File: src/design/datapath_pkg.sv
package datapath_pkg;

    localparam int word_bits = 64;
    localparam int control_word_bits = 31;
    localparam int reg_count = 32;

    typedef logic [word_bits-1:0] word_t;
    typedef logic [4:0] reg_addr_t;
    typedef logic [control_word_bits-1:0] control_word_t;
    typedef logic [4:0] alu_fs_t;
    typedef logic [1:0] pc_fs_t;
    // Overflow, carry, negative, zero from the high bit down
    typedef logic [3:0] flags_t;
    typedef logic [4:0] status_t;

    // Register that always reads as zero
    localparam reg_addr_t zero_reg = 5'd31;

    // Control word fields, high end first
    localparam int cw_alu_bus_en_bit = 30;
    localparam int cw_alu_b_sel_bit = 29;
    localparam int cw_alu_fs_hi = 28;
    localparam int cw_alu_fs_lo = 24;
    localparam int cw_reg_b_bus_en_bit = 23;
    localparam int cw_sel_a_hi = 22;
    localparam int cw_sel_a_lo = 18;
    localparam int cw_sel_b_hi = 17;
    localparam int cw_sel_b_lo = 13;
    localparam int cw_wr_addr_hi = 12;
    localparam int cw_wr_addr_lo = 8;
    localparam int cw_reg_write_bit = 7;
    localparam int cw_ram_bus_en_bit = 6;
    localparam int cw_ram_write_bit = 5;
    localparam int cw_pc_bus_en_bit = 4;
    localparam int cw_pc_fs_hi = 3;
    localparam int cw_pc_fs_lo = 2;
    localparam int cw_pc_in_sel_bit = 1;
    localparam int cw_status_load_bit = 0;

    // ALU operations, function select bits 4 to 2
    localparam logic [2:0] alu_op_add = 3'b000;
    localparam logic [2:0] alu_op_and = 3'b001;
    localparam logic [2:0] alu_op_or = 3'b010;
    localparam logic [2:0] alu_op_xor = 3'b011;
    localparam logic [2:0] alu_op_not_a = 3'b100;
    localparam logic [2:0] alu_op_shl = 3'b101;
    localparam logic [2:0] alu_op_shr = 3'b110;
    localparam logic [2:0] alu_op_pass_b = 3'b111;

    // Program counter functions
    localparam pc_fs_t pc_hold = 2'd0;
    localparam pc_fs_t pc_increment = 2'd1;
    localparam pc_fs_t pc_load = 2'd2;
    localparam pc_fs_t pc_branch = 2'd3;

endpackage

File: src/design/program_counter.sv
`timescale 1ns/1ns

module program_counter import datapath_pkg::*; (
    input logic clock,
    input logic reset,
    input pc_fs_t function_select,
    input word_t target,
    output word_t count,
    output word_t count_next
);

    word_t branch_offset;

    // Link value and increment target
    assign count_next = count + word_t'(4);

    // Branch offset is in words
    assign branch_offset = {target[word_bits-3:0], 2'b00};

    always_ff @(posedge clock or posedge reset) begin
        if (reset) begin
            count <= '0;
        end else begin
            case (function_select)
                pc_hold: begin
                    count <= count;
                end
                pc_increment: begin
                    count <= count_next;
                end
                pc_load: begin
                    count <= target;
                end
                pc_branch: begin
                    count <= count + branch_offset;
                end
                default: begin
                    count <= count;
                end
            endcase
        end
    end

endmodule

File: config.mk
export PLATFORM = sky130hd
export DESIGN_NAME = program_counter
export DESIGN_NICKNAME = d
export VERILOG_FILES = /design/src/design/datapath_pkg.sv /design/src/design/program_counter.sv
export SDC_FILE = /design/constraint.sdc
export NUM_CORES = 1
export LEC_CHECK = 0
export BUFFER_PORTS_ARGS = -buffer_cell sky130_fd_sc_hd__buf_2
export CAP_MARGIN = 20
export CORE_AREA = 3 3 152 154
export DETAILED_ROUTE_END_ITERATION = 8
export DIE_AREA = 0 0 155 157
export SLEW_MARGIN = 5
export SYNTH_ARGS = -nofsm -noshare
export SYNTH_HDL_FRONTEND = slang
export SYNTH_SLANG_ARGS = --single-unit
File: constraint.sdc
create_clock -name clock -period 3.71 [get_ports clock]
set_clock_uncertainty 0.15 [all_clocks]
set_input_delay 0.5565 -clock clock [delete_from_list [all_inputs] [get_ports clock]]
set_output_delay 0.5565 -clock clock [all_outputs]
set_load 0.02 [all_outputs]
==> impl_metrics.py, run 1 <==
metrics = {
    "floorplanning": {
        "io_pins": 196,
        "initial_utilization": 0.397,
        "row_count": 54,
        "coreArea_um2": 21800,
        "die-area_um2": 24300,
        "die_h_um": 157,
        "die_w_um": 155,
    },
    "pwr": {
        "p_total_w": 0.00800,
        "p_comb_frac": 0.727,
        "powerDensity_nw_per_um2": 735,
        "swShare": 0.519,
        "ir_worst_vdd_v": 0.000329,
        "p_sw_w": 0.00415,
        "p_leak_nw": 4.95,
        "p_int_w": 0.00385,
        "seqPwrFrac": 0.167,
        "pwr-share-clk": 0.106,
    },
    "global_routing": {
        "gr-total-overflow": 0,
        "grt_pass1_vias": 8982,
        "grt_usage": 0.250,
        "grt_max_degree": 55,
        "grt_pass1_wl_mm": 49.2,
        "antenna_found_initial": 0,
    },
    "synth": {
        "yosysWarnings": 0,
        "synth_area_um2": 8660,
        "netlist_instances": 1155,
        "synth-async-reset-ratio": 1.00,
        "synth_cell_types": 72,
        "netlist.area_leader.share": 0.185,
        "yosys.area_share.xor_xnor": 0.174,
        "synth_top_flop_cell": "dfrtp_1",
        "synth_compound_gate_area_share": 0.221,
        "yosys.area_share.simple": 0.224,
        "synth_area_leader_cell": "dfrtp_1",
        "postSynthAreaPerCell_um2": 7.50,
        "synth_fa_ha_area_frac": 0.0919,
        "yosysSeqAreaShare": 0.185,
        "synth_seq_cells": 64,
        "synthMuxAreaShare": 0.0555,
        "synth_enable_flop_cells": 0,
        "synth_fp_nets": 1286,
        "synth_top_family_by_area": "simple AND/OR/NAND/NOR gates",
        "synthTopCellsByArea": "dfrtp_1, xnor2_1, ha_1",
    },
    "setup_path": {
        "crit_path_start_kind": "register",
        "path_class": "reg -> out",
        "timing.rr.end": "count[63]$_DFFE_PP0P_",
        "rrSetupSlack_ps": 220,
        "arrival_ps": 2830,
        "ff2ff_path_depth": 12,
        "worstPathMaxFanout": 4,
        "cp-end-kind": "output pin",
        "required_ps": 3000,
        "r2r_start": "count[25]$_DFFE_PP0P_",
    },
    "drt": {
        "firstDrtPassIters": 7,
        "viasPerCell": 5.60,
        "ant_nets": 0,
        "num_vias": 9399,
        "routedWlPerCell_um": 18.7,
        "drc": 0,
        "drtIter0Drc": 551,
        "wl_mm": 31.5,
    },
    "timing": {
        "worst_pin_slew_ps": 963,
        "fmax_mhz": 283,
        "slew_viol_final": 0,
        "period_share": 0.952,
        "relSlewSlack": 0.357,
        "finalSetupTns_ps": 0,
        "setup_ws_ps": 177,
        "hold_viol": 0,
        "setup_violations": 0,
        "min_period_ps": 3530,
    },
    "final_layout": {
        "fillers": 2211,
        "fin_nets": 1527,
        "largest_register_ffs": 64,
        "final_layout_size_suffix_gt1_frac": 0.262,
        "syn2layout_area_growth_pct": 25.8,
        "antenna_cells": 0,
        "regMostFlops": "count",
        "largestRegisters": "count (64)",
    },
    "clocking": {
        "cts_tree": "yes",
        "root_buffer": "clkbuf_16",
        "numCtsBuffers": 9,
        "clock-sinks": 64,
        "clk_latency_ps": 350,
        "clkTransAtPathRegs_ps": 60,
        "max-clock-path-buffers": 2,
        "h-tree-depth": 3,
    },
    "placed_design": {
        "dp_slack_ps": -22.6,
        "place.gp.congestion": 0.903,
        "io_buffers": 195,
        "hpwl_mm": 25.0,
    },
    "outcome": {
        "status": "complete, no violations",
    },
    "worst_hold_path": {
        "worstHoldPathType": "in -> async",
    },
    "run": {
        "drv_cap": 0,
    },
}
-- worst max-delay path, stage by stage, from the launching register on --
cell     delay [ps]
dfrtp_2         420
and4_4          250
and3_4          220
nand4_1         150
buf_4           200
nor4b_4         260
nand2_1         110
nor3_2          150
buf_4           160
and4_4          250
xor2_2          140
buf_4           160
-- area by class of cell --
cell class / instances / area [µm²] / area share
multi-input combinational: 986 / 6730 / 0.618
inverter: 30 / 113 / 0.0103
timing repair buffer: 305 / 1810 / 0.166
clock buffer: 10 / 229 / 0.0210
tap: 280 / 350 / 0.0322
sequential: 64 / 1610 / 0.148
clock inverter: 4 / 47.5 / 0.00437
-- cell usage after synthesis, drive strengths merged (9+ instances only) --
library cell and n:
nand3 48, or3 9, nand4 38, mux2i 39, a21o 32, and2 14
dfrtp 64, nor3 16, buf 16, clkbuf 59, nand2 140, o21ai 78
and3 16, ha 62, xor2 72, a31oi 11, o22ai 13, a21oi 100
nor2b 12, nor2 78, inv 30, xnor2 100
-- cell families after synthesis --
logic type / Yosys count
AOI/OAI and AO/OA: 305
DFF: 64
adders and majority gates: 63
buffers and inverters: 105
and+or+nand+nor: 400
xor gates and xnor gates: 172
muxes: 46
-- stage by stage --
step,cells,cell area (µm²),utilization,hold slack [ps]
2_1_floorplan,1155,8660,-,459
3_3_place_gp,1663,10500,0.481,346
3_5_place_dp,1663,10500,0.481,334
4_1_cts,1678,10800,0.495,209
5_1_grt,1679,10900,0.499,245
6_report,1679,10900,0.499,196
-- placed cells by master, fill, tap and decap left out, drive strengths merged, types with 9 or more instances in the layout --
| master | instances |
|---|---|
| a21o | 32 |
| a21oi | 100 |
| a31oi | 11 |
| and2 | 14 |
| and3 | 16 |
| buf | 305 |
| clkbuf | 10 |
| dfrtp | 64 |
| ha | 62 |
| inv | 30 |
| mux2i | 39 |
| nand2 | 140 |
| nand3 | 48 |
| nand4 | 38 |
| nor2 | 78 |
| nor2b | 12 |
| nor3 | 16 |
| o21ai | 78 |
| o22ai | 13 |
| or3 | 9 |
| xnor2 | 100 |
| xor2 | 72 |
-- worst max path at each step --
stage	start	endpoint	slack, ps	depth (start not counted)
detailed placement	target[0]	count[62]$_DFFE_PP0P_	-20	14
floorplan	count[2]$_DFFE_PP0P_	count[62]$_DFFE_PP0P_	290	13
CTS	count[25]$_DFFE_PP0P_	count_next[63]	-20	11
finish	count[16]$_DFFE_PP0P_	count_next[63]	180	11
global placement	target[0]	count[44]$_DFFE_PP0P_	-30	16
global route	count[3]$_DFFE_PP0P_	count_next[62]	-1	10
-- routing by layer --
metal / wire, µm / GRT usage / share of wire / up-vias
li1: - / - / - / 4613
met1: 14900 / 0.351 / 0.48 / 4440
met2: 14500 / 0.410 / 0.46 / 318
met3: 1640 / 0.0374 / 0.052 / 28
met4: 414 / 0.0538 / 0.013 / 0
met5: 0 / 0 / 0 / -
-- power groups by stage --
stage	combinational, W	sequential [W]	clock [W]
6_report	0.00582	0.00134	0.000851
3_5_place_dp	0.00570	0.00134	0
4_1_cts	0.00576	0.00133	0.000865
2_1_floorplan	0.00350	0.00164	0
5_1_grt	0.00634	0.00138	0.000898
3_3_place_gp	0.00570	0.00133	0
-- timing repair --
action | in CTS | in global routing
pin swaps | 0 | 3
hold buffers | 0 | 0
gates resized for setup | 12 | 19
buffers inserted | 1 | 1
endpoints found under the setup margin | 8 | 16
(Power assumes the default switching activity.)
==> run 2: changes to the inputs <==
- CORE_AREA: 3 3 152 154 -> 3 3 136 138
- DIE_AREA: 0 0 155 157 -> 0 0 139 141
- PLACE_DENSITY: unset -> 0.74
==> impl_metrics.py, run 2 (synthesized netlist as in run 1, its figures left out) <==
metrics = {
    "setup_path": {
        "required_ps": 3000,
        "ff2ff_path_depth": 11,
        "cp-end-kind": "output pin",
        "path_class": "reg -> out",
        "rrSetupSlack_ps": 230,
        "arrival_ps": 2850,
        "worstPathMaxFanout": 5,
        "crit_path_start_kind": "register",
        "r2r_start": "count[18]$_DFFE_PP0P_",
        "timing.rr.end": "count[62]$_DFFE_PP0P_",
    },
    "global_routing": {
        "grt_pass1_wl_mm": 48.2,
        "antenna_found_initial": 0,
        "gr-total-overflow": 0,
        "grt_usage": 0.299,
        "grt_max_degree": 50,
        "grt_pass1_vias": 9202,
    },
    "timing": {
        "fmax_mhz": 281,
        "relSlewSlack": 0.422,
        "hold_viol": 0,
        "period_share": 0.958,
        "min_period_ps": 3560,
        "finalSetupTns_ps": 0,
        "worst_pin_slew_ps": 867,
        "hold_ws_ps": 131,
        "rsz0062_at_grt": "yes",
        "slew_viol_final": 0,
        "setup_violations": 0,
    },
    "final_layout": {
        "antenna_cells": 0,
        "syn2layout_area_growth_pct": 23.7,
        "largest_register_ffs": 64,
        "final_cell_mix": "buf_2, nand2_1, a21oi_1, xnor2_1, buf_4",
        "fin_nets": 1508,
        "final_layout_size_suffix_gt1_frac": 0.255,
        "regMostFlops": "count",
        "largestRegisters": "count (64)",
        "final_common_cell": "buf_2",
    },
    "pwr": {
        "p_leak_nw": 4.87,
        "ir_worst_vdd_v": 0.000409,
        "p_total_w": 0.00807,
        "powerDensity_nw_per_um2": 753,
    },
    "clocking": {
        "cts_tree": "yes",
        "h-tree-depth": 3,
        "numCtsBuffers": 9,
        "clock-sinks": 64,
        "root_buffer": "clkbuf_16",
        "clkTransAtPathRegs_ps": 60,
        "cts_hold_buffers": 0,
        "clk_latency_ps": 350,
        "max-clock-path-buffers": 2,
    },
    "placed_design": {
        "place.gp.congestion": 0.949,
        "io_buffers": 195,
        "hpwl_mm": 23.6,
    },
    "floorplanning": {
        "coreArea_um2": 17300,
        "die_h_um": 141,
        "die_w_um": 139,
        "row_count": 48,
        "initial_utilization": 0.501,
        "die-area_um2": 19600,
        "io_pins": 196,
    },
    "drt": {
        "drtIter0Drc": 830,
        "wl_mm": 30.5,
        "ant_nets": 0,
        "num_vias": 9701,
        "dr.max_layer_used": "met4",
        "firstDrtPassIters": 5,
        "routedWlPerCell_um": 19.0,
        "wl_met1_mm": 13.1,
        "drc": 0,
        "viasPerCell": 6.04,
        "dr_wl_met2_mm": 14.1,
        "wl_met3_mm": 2.23,
    },
    "outcome": {
        "status": "complete, no violations",
    },
    "run": {
        "drv_cap": 0,
    },
    "worst_hold_path": {
        "worstHoldPathType": "in -> async",
    },
}
run 2: how the worst max path moves through the flow:
stage	startpoint	endpoint	slack, ps
floorplan	count[2]$_DFFE_PP0P_	count[62]$_DFFE_PP0P_	290
global placement	target[0]	count[44]$_DFFE_PP0P_	120
detailed placement	target[0]	count[62]$_DFFE_PP0P_	-8
CTS	count[3]$_DFFE_PP0P_	count_next[62]	9
global route	count[39]$_DFFE_PP0P_	count_next[62]	-10
finish	count[10]$_DFFE_PP0P_	count_next[53]	150
run 2: per-stage QoR:
step           setup slack, ps  std cells  area, µm²   util
2_1_floorplan              287       1155       8660      -
3_3_place_gp               120       1586      10300  0.593
3_5_place_dp             -7.55       1586      10300  0.593
4_1_cts                   9.18       1603      10600  0.613
5_1_grt                  -9.89       1607      10700  0.619
6_report                   154       1607      10700  0.619
run 2: power breakdown:
| part | total (W) | leakage [nW] | internal, W | switching (W) |
|---|---|---|---|---|
| clock | 0.000959 | 0.154 | 0.000607 | 0.000352 |
| combinational | 0.00569 | 3.99 | 0.00231 | 0.00339 |
| sequential | 0.00142 | 0.727 | 0.000959 | 0.000456 |
run 2: what timing repair did:
| action | 4_1_cts | 5_1_grt |
|---|---|---|
| setup endpoints to repair | 10 | 13 |
| gates cloned | 0 | 0 |
| resized for setup | 13 | 21 |
| buffers inserted | 1 | 4 |
| pin swaps | 3 | 3 |
| endpoints found under the hold margin | 0 | 0 |
run 2: layout make-up:
type                       count  area (µm²)
clock inverter                 3        65.1
tap                          225         282
fill                        1589        6590
inverter                      30         113
clock buffer                  13         250
timing repair buffer         286        1660
sequential                    64        1620
multi-input combinational    986        6720
run 2: routing by layer:
layer  vias to the layer above  GRT usage
met5                         -          0
met3                        76     0.0468
met2                       447      0.493
met4                         0      0.121
li1                       4577          -
met1                      4601      0.393
run 2: worst max-delay path, cell delays in order (launching register included):
cell and delay, ps:
dfrtp_1 430, nand3_2 190, nor3_4 310, nand4_1 260
buf_4 250, nor4_1 340, buf_4 190, nand2_1 70
nor2_2 130, xor2_1 150, buf_2 180
==> run 3: changes to the inputs <==
- BUFFER_PORTS_ARGS: -buffer_cell sky130_fd_sc_hd__buf_2 -> unset
- DONT_BUFFER_PORTS: unset -> 1
- PLACE_DENSITY: 0.74 -> unset
==> impl_metrics.py, run 3 (synthesized netlist as in run 1, its figures left out) <==
metrics = {
    "pwr": {
        "p_sw_w": 0.00400,
        "ir_worst_vdd_v": 0.000355,
        "p_comb_frac": 0.703,
        "p_total_w": 0.00784,
        "pwr-share-clk": 0.126,
        "swShare": 0.510,
        "p_leak_nw": 4.37,
        "p_int_w": 0.00384,
        "seqPwrFrac": 0.172,
        "powerDensity_nw_per_um2": 773,
    },
    "timing": {
        "slew_viol_final": 0,
        "min_period_ps": 3560,
        "setup_ws_ps": 152,
        "hold_viol": 0,
        "period_share": 0.959,
        "setup_violations": 0,
        "fmax_mhz": 281,
        "worst_pin_slew_ps": 1030,
        "rsz0062_at_grt": "yes",
        "relSlewSlack": 0.315,
    },
    "clocking": {
        "clk_latency_ps": 340,
        "clock-sinks": 64,
        "h-tree-depth": 3,
        "clkTransAtPathRegs_ps": 60,
        "cts_hold_buffers": 0,
        "max-clock-path-buffers": 2,
        "cts_tree": "yes",
        "numCtsBuffers": 9,
        "post_cts_buffers": 0,
        "root_buffer": "clkbuf_16",
    },
    "placed_design": {
        "place.gp.congestion": 0.966,
        "dp_slack_ps": 68.5,
        "io_buffers": 0,
        "placed_area_um2": 9730,
        "hpwl_mm": 22.6,
    },
    "global_routing": {
        "grt_pass1_wl_mm": 46.5,
        "grt_pass1_vias": 8438,
        "grt_max_degree": 121,
        "gr-total-overflow": 0,
        "antenna_found_initial": 0,
        "grt_usage": 0.290,
    },
    "drt": {
        "firstDrtPassIters": 5,
        "drc": 0,
        "wl_mm": 29.0,
        "drtIter0Drc": 838,
        "ant_nets": 0,
        "num_vias": 8827,
        "routedWlPerCell_um": 19.8,
        "viasPerCell": 6.02,
    },
    "final_layout": {
        "antenna_cells": 0,
        "syn2layout_area_growth_pct": 17.2,
        "final_layout_size_suffix_gt1_frac": 0.166,
        "final_common_cell": "buf_4",
        "regMostFlops": "count",
        "design_area_um2": 10100,
        "largest_register_ffs": 64,
        "largestRegisters": "count (64)",
        "multiInputGateArea_um2": 6720,
        "fin_nets": 1368,
        "final_cell_mix": "buf_4, nand2_1, a21oi_1, xnor2_1, o21ai_0",
        "seqCellArea_um2": 1600,
        "fillers": 1721,
    },
    "floorplanning": {
        "row_count": 48,
        "die-area_um2": 19600,
        "initial_utilization": 0.501,
        "die_w_um": 139,
        "die_h_um": 141,
        "io_pins": 196,
        "coreArea_um2": 17300,
    },
    "worst_hold_path": {
        "worstHoldPathType": "in -> async",
    },
    "setup_path": {
        "path_class": "reg -> reg",
        "crit_buf_inv": 2,
        "max_stage_delay_ps": 380,
        "worstPathMaxFanout": 7,
        "rrSetupSlack_ps": 150,
        "path_delay_family": "compound AO/OA/AOI/OAI gates",
        "timing.rr.end": "count[62]$_DFFE_PP0P_",
        "arrival_ps": 3630,
        "cp-end-kind": "register",
        "crit_path_top_delay_cell": "dfrtp_1",
        "ff2ff_path_depth": 13,
        "r2r_start": "count[25]$_DFFE_PP0P_",
        "required_ps": 3780,
        "cp.depth": 13,
        "crit_chain": "buf_4 -> ha_1 -> buf_4 -> nand2_1 -> o21ai_0 -> nand3_1 -> a31oi_1 -> a311o_1 -> a21oi_2 -> o31ai_2 -> a31oi_1 -> and4_1 -> or3_1",
        "crit_path_start_kind": "register",
    },
    "run": {
        "drv_cap": 0,
    },
    "outcome": {
        "status": "complete, no violations",
    },
}
## run 3: cell types whose count changed in the layout (fill, tap and decap cells not counted), moves of 2 or more
cell / before / now
nand3_1: 45 / 47
nor2_1: 76 / 74
nand3_2: 3 / 1
dfrtp_2: 13 / 2
buf_4: 93 / 146
buf_2: 193 / 0
nor4_2: 0 / 2
dfrtp_1: 51 / 62
clkbuf_8: 1 / 3
## run 3: layer usage
layer | vias to the layer above | global-route usage | part of all wire
li1 | 4312 | - | -
met2 | 312 | 0.458 | 0.45
met4 | 0 | 0.0834 | 0.018
met1 | 4170 | 0.401 | 0.46
met5 | - | 0 | 0
met3 | 33 | 0.0645 | 0.071
## run 3: cell type report
cell class                      instances  area share
Multi-Input combinational cell        986       0.662
Sequential cell                        64       0.158
Timing Repair Buffer                  146       0.108
Tap cell                              225      0.0278
Clock buffer                           14      0.0270
Inverter                               30      0.0111
Clock inverter                          2     0.00592
## run 3: worst max path at each step
stage | to | slack [ps] | from
floorplan | count[62]$_DFFE_PP0P_ | 290 | count[2]$_DFFE_PP0P_
global placement | count[62]$_DFFE_PP0P_ | 150 | target[0]
detailed placement | count[62]$_DFFE_PP0P_ | 70 | target[0]
CTS | count_next[59] | 10 | count[26]$_DFFE_PP0P_
global route | count_next[57] | -70 | count[26]$_DFFE_PP0P_
finish | count[62]$_DFFE_PP0P_ | 150 | count[25]$_DFFE_PP0P_
## run 3: power by group through the flow
stage	clock network, W	registers [W]	logic, W
2_1_floorplan	0	0.00164	0.00350
4_1_cts	0.000995	0.00134	0.00545
3_5_place_dp	0	0.00135	0.00540
3_3_place_gp	0	0.00134	0.00541
6_report	0.000985	0.00135	0.00551
5_1_grt	0.00103	0.00139	0.00600
## run 3: timing repair
item / in CTS / in global routing
pin swaps: 2 / 2
resized for setup: 8 / 15
setup endpoints to repair: 6 / 16
## run 3: stage by stage
| step | hold WS [ps] | TNS (ps) | util | std cells |
|---|---|---|---|---|
| after floorplan | 459 | 0 | - | 1155 |
| after global placement | 501 | 0 | 0.562 | 1451 |
| after detailed placement | 501 | 0 | 0.562 | 1451 |
| after CTS | 126 | 0 | 0.583 | 1467 |
| after global routing | 163 | -74.2 | 0.586 | 1467 |
| final | 109 | 0 | 0.586 | 1467 |
